[src/logic/relay_seq_pkg.sv]
/*
 * shared definitions for the relay computer instruction sequencer
 * one-hot cycle state enum, instruction class, register and address source enums,
 * decoded instruction and control word structs, cycle length constants
 */
package relay_seq_pkg;

	// one bit per cycle state, bit k-1 set means the machine is in state_k
	typedef enum logic [23:0] {
		state_1  = 24'h000001,
		state_2  = 24'h000002,
		state_3  = 24'h000004,
		state_4  = 24'h000008,
		state_5  = 24'h000010,
		state_6  = 24'h000020,
		state_7  = 24'h000040,
		state_8  = 24'h000080,
		state_9  = 24'h000100,
		state_10 = 24'h000200,
		state_11 = 24'h000400,
		state_12 = 24'h000800,
		state_13 = 24'h001000,
		state_14 = 24'h002000,
		state_15 = 24'h004000,
		state_16 = 24'h008000,
		state_17 = 24'h010000,
		state_18 = 24'h020000,
		state_19 = 24'h040000,
		state_20 = 24'h080000,
		state_21 = 24'h100000,
		state_22 = 24'h200000,
		state_23 = 24'h400000,
		state_24 = 24'h800000
	} seq_state_t;

	// class codes are the same four bits the relay decode logic produces
	typedef enum logic [3:0] {
		mov_8                    = 4'b0000,
		alu                      = 4'b1000,
		setab                    = 4'b0100,
		inc_xy                   = 4'b1011,
		load_store               = 4'b1001,
		goto                     = 4'b1100,
		mov16_halt_return_branch = 4'b1010
	} instr_class_t;

	// register names in the order the opcode fields encode them
	typedef enum logic [2:0] {a, b, c, d, m1, m2, x, y} reg_t;

	// source that drives the address bus, encoded as the rr field of a load or store
	typedef enum logic [1:0] {pc, m, xy, j} addr_src_t;

	typedef struct packed {
		instr_class_t cls;
		reg_t         dst;
		reg_t         src;
		logic         sel;
		logic [2:0]   alu_fn;
		logic [4:0]   imm;
		addr_src_t    addr_src;
		logic         is_store;
		logic         is_halt;
	} decoded_t;

	// a field only carries a value in a cycle where its enable is set
	typedef struct packed {
		logic       src_en;
		reg_t       src;
		logic       load_en;
		reg_t       dst;
		logic       imm_en;
		logic [7:0] imm8;
		logic       alu_en;
		logic [2:0] alu_fn;
		logic       mem_read;
		logic       mem_write;
		logic       addr_en;
		addr_src_t  addr_src;
		logic       inc_en;
		logic       link_save;
		logic       pc_load;
		logic       halt;
	} ctrl_t;

	// number of clock periods each instruction class takes, state_1 included
	localparam logic [4:0] len_short = 5'd8;
	localparam logic [4:0] len_mid   = 5'd12;
	localparam logic [4:0] len_inc   = 5'd14;
	localparam logic [4:0] len_long  = 5'd24;

endpackage

[src/logic/instr_decoder.sv]
/*
 * opcode decoder for the relay sequencer
 * accepts an opcode byte on a valid/ready port, sorts it into an instruction class
 * and registers the operand fields
 */
`timescale 1ns/1ps

module instr_decoder (
	input  logic                  clock,
	input  logic                  rst_n,
	input  logic [7:0]            instr,
	input  logic                  instr_valid,
	input  logic                  instr_ready,
	output logic                  start,
	output relay_seq_pkg::decoded_t dec
);

	import relay_seq_pkg::*;

	decoded_t   nxt;
	logic [4:0] nxt_len;
	// edges left until the cycle machine should be back in state_1
	logic [4:0] remain;

	// a transfer happens on the edge where both sides agree
	assign start = instr_valid && instr_ready;

	// classify by the top bits, then pick the fields that class uses
	always_comb
	begin
		nxt = '0;
		case (instr[7:6])
			2'b00:
			begin
				nxt.cls = mov_8;
				nxt.dst = reg_t'(instr[5:3]);
				nxt.src = reg_t'(instr[2:0]);
			end
			2'b01:
			begin
				nxt.cls = setab;
				nxt.sel = instr[5];
				nxt.imm = instr[4:0];
				nxt.dst = instr[5] ? b : a;
			end
			2'b11:
			begin
				// the link bit rides on sel, the address always starts at pc
				nxt.cls      = goto;
				nxt.sel      = instr[5];
				nxt.addr_src = pc;
			end
			default:
			begin
				case (instr[5:4])
					2'b00:
					begin
						nxt.cls    = alu;
						nxt.sel    = instr[3];
						nxt.alu_fn = instr[2:0];
						nxt.dst    = instr[3] ? d : a;
					end
					2'b01:
					begin
						nxt.cls      = load_store;
						nxt.is_store = instr[3];
						nxt.addr_src = addr_src_t'(instr[1:0]);
						nxt.dst      = reg_t'({1'b0, instr[1:0]});
					end
					2'b10:
					begin
						// 16 bit move collapsed to a single strobe pair, bit 3 picks m1 or x
						nxt.cls     = mov16_halt_return_branch;
						nxt.src     = instr[3] ? x : m1;
						nxt.dst     = instr[3] ? x : m1;
						nxt.is_halt = (instr == 8'b1010_1110);
					end
					default:
					begin
						nxt.cls      = inc_xy;
						nxt.dst      = x;
						nxt.addr_src = xy;
					end
				endcase
			end
		endcase
	end

	// cycle length of the incoming class, used to watch the cycle machine
	always_comb
	begin
		case (nxt.cls)
			mov_8, alu, setab:                    nxt_len = len_short;
			load_store, mov16_halt_return_branch: nxt_len = len_mid;
			inc_xy:                               nxt_len = len_inc;
			default:                              nxt_len = len_long;
		endcase
	end

	always_ff @(posedge clock)
	begin
		if (start)
			dec <= nxt;
	end

	always_ff @(posedge clock)
	begin
		if (!rst_n)
			remain <= '0;
		else if (start)
			remain <= nxt_len - 5'd1;
		else if (remain != 5'd0)
			remain <= remain - 5'd1;
	end

	// the class registered on an accept must be one the cycle machine knows
	assert property (@(posedge clock) disable iff (!rst_n)
		start |=> dec.cls inside {mov_8, alu, setab, inc_xy, load_store, goto,
			mov16_halt_return_branch});

	// ready stays low for the whole instruction and comes back after exactly its length
	assert property (@(posedge clock) disable iff (!rst_n)
		(remain != 5'd0) |-> !instr_ready);
	assert property (@(posedge clock) disable iff (!rst_n)
		(remain == 5'd1) && !dec.is_halt |=> instr_ready);

endmodule

[src/logic/cycle_fsm.sv]
/*
 * one-hot cycle state machine of the relay sequencer
 * 24 states, wrap point chosen from the instruction class, halted flag and ready
 */
`timescale 1ns/1ps

module cycle_fsm (
	input  logic                        clock,
	input  logic                        rst_n,
	input  logic                        start,
	input  relay_seq_pkg::instr_class_t cls,
	input  logic                        is_halt,
	output relay_seq_pkg::seq_state_t   state,
	output logic                        instr_ready
);

	import relay_seq_pkg::*;

	seq_state_t next_state;
	logic       halted;

	always_ff @(posedge clock)
	begin
		if (!rst_n)
			state <= state_1;
		else
			state <= next_state;
	end

	// a halt instruction freezes the machine once its last cycle has run
	always_ff @(posedge clock)
	begin
		if (!rst_n)
			halted <= 1'b0;
		else if ((state == state_12) && is_halt)
			halted <= 1'b1;
	end

	// pure Moore machine, ready only looks at the registered state and flag
	assign instr_ready = (state == state_1) && !halted;

	// each state steps to the next, the class only matters at 8, 12 and 14
	always_comb
	begin
		unique case (state)
			state_1:  next_state = start ? state_2 : state_1;
			state_2:  next_state = state_3;
			state_3:  next_state = state_4;
			state_4:  next_state = state_5;
			state_5:  next_state = state_6;
			state_6:  next_state = state_7;
			state_7:  next_state = state_8;
			state_8:
			begin
				if (cls inside {mov_8, alu, setab})
					next_state = state_1;
				else
					next_state = state_9;
			end
			state_9:  next_state = state_10;
			state_10: next_state = state_11;
			state_11: next_state = state_12;
			state_12:
			begin
				if (cls inside {load_store, mov16_halt_return_branch})
					next_state = state_1;
				else
					next_state = state_13;
			end
			state_13: next_state = state_14;
			state_14:
			begin
				// only goto is left once inc_xy has wrapped
				if (cls == inc_xy)
					next_state = state_1;
				else
					next_state = state_15;
			end
			state_15: next_state = state_16;
			state_16: next_state = state_17;
			state_17: next_state = state_18;
			state_18: next_state = state_19;
			state_19: next_state = state_20;
			state_20: next_state = state_21;
			state_21: next_state = state_22;
			state_22: next_state = state_23;
			state_23: next_state = state_24;
			state_24: next_state = state_1;
			default:  next_state = state_1;
		endcase
	end

	// exactly one relay of the state chain is energised at any time
	assert property (@(posedge clock) disable iff (!rst_n) $onehot(state));

	// the machine rests in state_1 until the decoder reports an accepted opcode
	assert property (@(posedge clock) disable iff (!rst_n)
		(state == state_1) && !start |=> (state == state_1));

endmodule

[src/logic/control_pulse_gen.sv]
/*
 * control pulse generator of the relay sequencer
 * combinational table from the active state and decoded instruction to the control word
 */
`timescale 1ns/1ps

module control_pulse_gen (
	input  logic                      clock,
	input  logic                      rst_n,
	input  relay_seq_pkg::seq_state_t state,
	input  relay_seq_pkg::decoded_t   dec,
	output relay_seq_pkg::ctrl_t      ctrl
);

	import relay_seq_pkg::*;

	// state bits renumbered so that st_on[k] is state_k
	logic [24:1] st_on;

	assign st_on = state;

	always_comb
	begin
		// everything stays low unless a rule below fires for this state
		ctrl = '0;
		case (dec.cls)
			mov_8:
			begin
				if (st_on[5] || st_on[6])
				begin
					ctrl.src_en = 1'b1;
					ctrl.src    = dec.src;
				end
				if (st_on[6])
				begin
					ctrl.load_en = 1'b1;
					ctrl.dst     = dec.dst;
				end
			end
			setab:
			begin
				// five bit immediate is sign extended onto the data bus
				if (st_on[5] || st_on[6])
				begin
					ctrl.imm_en = 1'b1;
					ctrl.imm8   = {{3{dec.imm[4]}}, dec.imm};
				end
				if (st_on[6])
				begin
					ctrl.load_en = 1'b1;
					ctrl.dst     = dec.dst;
				end
			end
			alu:
			begin
				if (st_on[5] || st_on[6])
				begin
					ctrl.alu_en = 1'b1;
					ctrl.alu_fn = dec.alu_fn;
				end
				if (st_on[6])
				begin
					ctrl.load_en = 1'b1;
					ctrl.dst     = dec.dst;
				end
			end
			load_store:
			begin
				if (|st_on[11:9])
				begin
					ctrl.addr_en  = 1'b1;
					ctrl.addr_src = dec.addr_src;
				end
				if (st_on[10] || st_on[11])
				begin
					ctrl.mem_write = dec.is_store;
					ctrl.mem_read  = !dec.is_store;
				end
				// a load latches the data bus into the register picked by rr
				if (st_on[11] && !dec.is_store)
				begin
					ctrl.load_en = 1'b1;
					ctrl.dst     = dec.dst;
				end
			end
			mov16_halt_return_branch:
			begin
				if (dec.is_halt)
					ctrl.halt = st_on[12];
				else if (st_on[11])
				begin
					ctrl.src_en  = 1'b1;
					ctrl.src     = dec.src;
					ctrl.load_en = 1'b1;
					ctrl.dst     = dec.dst;
				end
			end
			inc_xy:
			begin
				// xy sits on the address bus while the incrementer settles
				if (|st_on[13:9])
				begin
					ctrl.addr_en  = 1'b1;
					ctrl.addr_src = dec.addr_src;
				end
				ctrl.inc_en = st_on[13];
				if (st_on[14])
				begin
					ctrl.load_en = 1'b1;
					ctrl.dst     = dec.dst;
				end
			end
			goto:
			begin
				// two operand bytes are fetched through pc, then the jump is taken
				if (|st_on[22:15])
				begin
					ctrl.addr_en  = 1'b1;
					ctrl.addr_src = dec.addr_src;
				end
				ctrl.mem_read  = st_on[17] || st_on[18] || st_on[21] || st_on[22];
				ctrl.link_save = st_on[23] && dec.sel;
				ctrl.pc_load   = st_on[24];
			end
			default:
			begin
				ctrl = '0;
			end
		endcase
	end

	// the memory relays must never be asked to read and write together
	assert property (@(posedge clock) disable iff (!rst_n)
		!(ctrl.mem_read && ctrl.mem_write));

	// no register is loaded while the machine is idle
	assert property (@(posedge clock) disable iff (!rst_n)
		(state == state_1) |-> !ctrl.load_en);

endmodule

[src/logic/relay_sequencer.sv]
/*
 * top level of the relay computer instruction sequencer
 * joins opcode decoder, cycle state machine and control pulse generator
 */
`timescale 1ns/1ps

module relay_sequencer (
	input  logic                      clock,
	input  logic                      rst_n,
	input  logic [7:0]                instr,
	input  logic                      instr_valid,
	output logic                      instr_ready,
	output relay_seq_pkg::ctrl_t      ctrl,
	output relay_seq_pkg::seq_state_t state
);

	import relay_seq_pkg::*;

	// one cycle accept strobe from the decoder into the cycle machine
	logic     start;
	// decoded fields, held for the whole instruction
	decoded_t dec;

	instr_decoder u_decoder (
		.clock       (clock),
		.rst_n       (rst_n),
		.instr       (instr),
		.instr_valid (instr_valid),
		.instr_ready (instr_ready),
		.start       (start),
		.dec         (dec)
	);

	// the class and halt bit decide where the state chain wraps
	cycle_fsm u_cycle_fsm (
		.clock       (clock),
		.rst_n       (rst_n),
		.start       (start),
		.cls         (dec.cls),
		.is_halt     (dec.is_halt),
		.state       (state),
		.instr_ready (instr_ready)
	);

	control_pulse_gen u_pulse_gen (
		.clock (clock),
		.rst_n (rst_n),
		.state (state),
		.dec   (dec),
		.ctrl  (ctrl)
	);

endmodule

[config.mk]
export PLATFORM = sky130hd
export DESIGN_NAME = relay_sequencer
export DESIGN_NICKNAME = d
export VERILOG_FILES = /design/src/logic/relay_seq_pkg.sv /design/src/logic/instr_decoder.sv /design/src/logic/cycle_fsm.sv /design/src/logic/control_pulse_gen.sv /design/src/logic/relay_sequencer.sv
export SDC_FILE = /design/constraint.sdc
export NUM_CORES = 1
export LEC_CHECK = 0
export BUFFER_PORTS_ARGS = -buffer_cell sky130_fd_sc_hd__clkbuf_2
export CAP_MARGIN = 40
export CORE_MARGIN = 3
export CORE_UTILIZATION = 45
export DETAILED_ROUTE_END_ITERATION = 8
export PLACE_DENSITY = 0.66
export SYNTH_ARGS = -nofsm -noshare
export SYNTH_HDL_FRONTEND = slang
export SYNTH_SLANG_ARGS = --single-unit
[constraint.sdc]
create_clock -name clock -period 3.6 [get_ports clock]
set_input_delay 0.18 -clock clock [delete_from_list [all_inputs] [get_ports clock]]
set_output_delay 0.18 -clock clock [all_outputs]
set_load 0.005 [all_outputs]
==> summary.md <==
The flow ran to the end, and the final reports show no timing, DRC or antenna violations. During I/O placement, the number of pins put on the boundary was 66. In this run, post-CTS repair resized a total of 0 instances.

The endpoint required time on the critical path was 3.42 ns; the XOR/XNOR share of the synthesized area was 0.0237. The effective utilization at floorplan came out at 0.485. The cell count after synthesis came out at 274. For the number of endpoints with negative hold slack in the final report, the log shows 0. The worst register-to-register path begins at u_cycle_fsm.state[16]$_SDFF_PN0_. The share of final-layout standard cells stronger than drive strength 1 works out to 0.278.

The smallest clock period supported by the final layout is computed as 2.41 ns. TritonCTS built the clock tree. The number of nets handed over by synthesis was 285. In the routed layout, each cell is associated on average with a via count of 5.52. Detailed placement finished with a half-perimeter wire length of 4820 µm.

The tools report the hold path startpoint as instr[7]. The simple-gate share of the synthesized area was 0.392; the portion of netlist area occupied by mux cells was 0.00387. The endpoint identified for the worst register-to-register timing path is u_decoder.dec[4]$_SDFFCE_PN0P_.

In this run, the number of DRC markers left after iteration 0 of detailed routing was 225. The fraction of registers with async set or reset after synthesis came out at 0. In this run the number of H-tree levels came out at 2. The first global-routing pass estimated 10300 µm of wire. The tools report the total global routing track utilization as 0.203. The repair_antennas step left the layout with diodes totalling 0. Power per unit of standard cell area: 348 nW/µm². In the post-synthesis netlist, the cell with the most instances is and2_1. The run gives 0 as the number of synthesis warnings.

Setup repair after global routing left no endpoint under its margin. The run gives 0.567 as the worst max-slew margin expressed relative to the limit. Post-route fraction of the period consumed by the critical path: 0.670. The final critical-path setup slack was 1.19 ns; the static leakage was 1.24 nW. CTS saw 48 sinks. Port buffering added 65 buffers.

The cell depth of the worst hold path is 1. Leaving out filler cells and counting taps, the final layout contains 404. The share of the synthesized area in compound gates (AO/OA/AOI/OAI) is 0.0827, and the area of the core is 5340 µm². Initial antenna violation count: 0. Across all register-to-register paths, the minimum setup slack is 1.37 ns. The largest total area in the synthesized netlist belongs to edfxtp_1.

Clock tree synthesis inserted a total of 5 buffers. Traced cell by cell, the critical path runs through nor2_1 -> o21ai_0 -> nor3b_1 -> and2_1 -> clkbuf_2. The run gives 0 as the final setup violation count. The die is 81.8 µm wide.

The clock-pin transition on the worst setup and hold timing paths was 0.09 ns. The critical path is of the flip-flop to primary output type. The post-CTS setup buffer count was 0; the sequential area share after synthesis was 0.460.

The mapped cell area is 2590 µm², and the area of placed instances is 2940 µm². The highest fanout seen on the critical path was 13; the number of synthesized register bits was 48. The largest single stage delay on the critical path is 0.58 ns. The number of buffers added to fix hold violations after cts was 0; the detailed-route DRC error count was 0. The count of unique library cells instantiated by Yosys is 44.

After synthesis, the mean cell area works out to 9.44 µm². The clock reaches the later pin of the worst-skew pair after 0.30 ns. The path type of the worst min-delay path was input port to flip-flop. The largest voltage drop on the vdd net is 0.231 mV. The synthesized-area fraction occupied by adder cells is 0, and the transition at the pin with the smallest max-transition slack is 0.645 ns.

Relative to the synthesized area, the layout overhead comes to 17.3%. The tools report the total routed wirelength as 6360 µm. The logs give 0.219 ns for the post-route worst hold slack and 1.39 ns for the worst slack at placement.

The synthesized design contains 23 enable-type register cells. The fraction of post-synthesis cell area in the top cell type by area was 0.267; the worst clock skew was 0.00839 ns. STA classifies the critical path startpoint as a flip-flop. Row generation in the floorplan step produced 26 rows.

The worst setup path is captured at a primary output. The total overflow left after global routing is 0. By count the netlist is led by 27 x and2_1, 25 x dfxtp_1, 25 x nand2_1. The most used flip-flop cell after synthesis is dfxtp_1.

Measured in cells, the most critical reg-to-reg path has a length of 6. Detailed routing inserted a total of 2230 vias. Final core utilization: 0.569.

Timing would allow up to 414 MHz. Total power for the finished layout comes to 1.05 mW. The net count of the finished layout is 344.

The cell sitting at the root of the clock tree is a clkbuf_8. The logs give 2127 for the number of global-route vias before repair and 0 for the number of max-slew violations in the final report. Adding up every negative setup slack in the final design gives 0 ns. Yosys attributes the largest share of cell area to edfxtp_1 27%, dfxtp_1 19%, and2_1 6.5%, nor3b_1 4.1%, nand2_1 3.6%. The destination of the worst hold path is u_decoder.dec[22]$_DFFE_PP_. Routability-driven placement finished with a final weighted congestion of 0.927.

The endpoint arrival time on the critical path is 2.23 ns, and the max-cap violation count is 0. The vertical die dimension was 81.8 µm; the remaining antenna violation count was 0. The number of placed instances, taps included, is 396. For the maximum number of pins on one net before global-route repair, the log shows 25.

The cell with the biggest individual delay on the critical path is edfxtp_1. Dividing the detail-routed wire length by the instance count gives 15.7 µm. The first TritonRoute pass finished after 4 iterations. Largest buffer count on any clock path: 2. The die area is 6700 µm². The cell area after layout was 3040 µm². By area, the combinational part of the netlist is dominated by simple AND/OR/NAND/NOR gates.
-- how the worst max path moves through the flow --
stage,endpoint,slack [ns],from
after floorplan,u_decoder.dec[0]$_SDFFCE_PP0P_,0.92,u_cycle_fsm.state[16]$_SDFF_PN0_
after global placement,u_decoder.dec[16]$_DFFE_PP_,1.42,u_cycle_fsm.state[16]$_SDFF_PN0_
after detailed placement,u_decoder.dec[16]$_DFFE_PP_,1.39,u_cycle_fsm.state[16]$_SDFF_PN0_
after CTS,ctrl[19],1.12,u_decoder.dec[20]$_DFFE_PP_
after global routing,ctrl[20],0.95,u_decoder.dec[20]$_DFFE_PP_
final,ctrl[19],1.19,u_decoder.dec[20]$_DFFE_PP_
-- final cells by class --
type                            instances  area, µm²
Multi-Input combinational cell        204       1300
Clock inverter                          3       22.5
Timing Repair Buffer                   66        333
Inverter                                8       30.0
Tap cell                               70       87.6
Clock buffer                            5       68.8
Fill cell                             521       2300
Sequential cell                        48       1190
-- metal layers --
metal,vias up,global-route usage,wire length (µm)
li1,1105,-,-
met1,1028,0.255,2700
met2,87,0.342,3120
met3,10,0.0428,441
met4,0,0.0731,102
met5,-,0,0
-- power by group --
| part | total [mW] | internal [mW] | switching (mW) |
|---|---|---|---|
| registers | 0.622 | 0.602 | 0.0203 |
| clock network | 0.330 | 0.139 | 0.191 |
| logic | 0.102 | 0.0376 | 0.0648 |
-- state kept, by name (all words and copies together) (netlist names) --
name / cells
u_cycle_fsm.state: 24
u_decoder.dec: 23
u_cycle_fsm.halted: 1
-- cell families (layout without fill, tap and decap cells) --
logic type                after synthesis  after routing
buffers and inverters                  22             82
muxes                                   1              1
AOI/OAI and AO/OA                      37             37
and+or+nand+nor                       159            159
xor gates and xnor gates                7              7
DFF                                    48             48
-- cells in the final DEF, fill, tap and decap left out, types with 3 or more instances in the layout --
| cell | n |
|---|---|
| clkbuf_2 | 65 |
| nor2_1 | 18 |
| and2_1 | 27 |
| o21ai_0 | 17 |
| nor4_1 | 5 |
| edfxtp_1 | 23 |
| nor2b_1 | 4 |
| clkbuf_8 | 5 |
| dfxtp_1 | 25 |
| inv_1 | 8 |
| nand4_1 | 8 |
| nor3b_1 | 14 |
| nand2b_1 | 7 |
| nor4b_2 | 4 |
| nand3b_1 | 4 |
| nor4_2 | 5 |
| xor2_1 | 6 |
| nor3_1 | 12 |
| and3_1 | 3 |
| a21oi_1 | 9 |
| nand2_1 | 25 |
| nand3_1 | 9 |
-- worst max-delay path, delay by kind of cell, from the launching register on --
kind	cells	cell delay [ns]
flip-flops	1	0.58
buffers and inverters	1	0.13
AO/OA/AOI/OAI	1	0.19
AND/OR/NAND/NOR	3	1.04
Power figures use the tool's default switching activity.
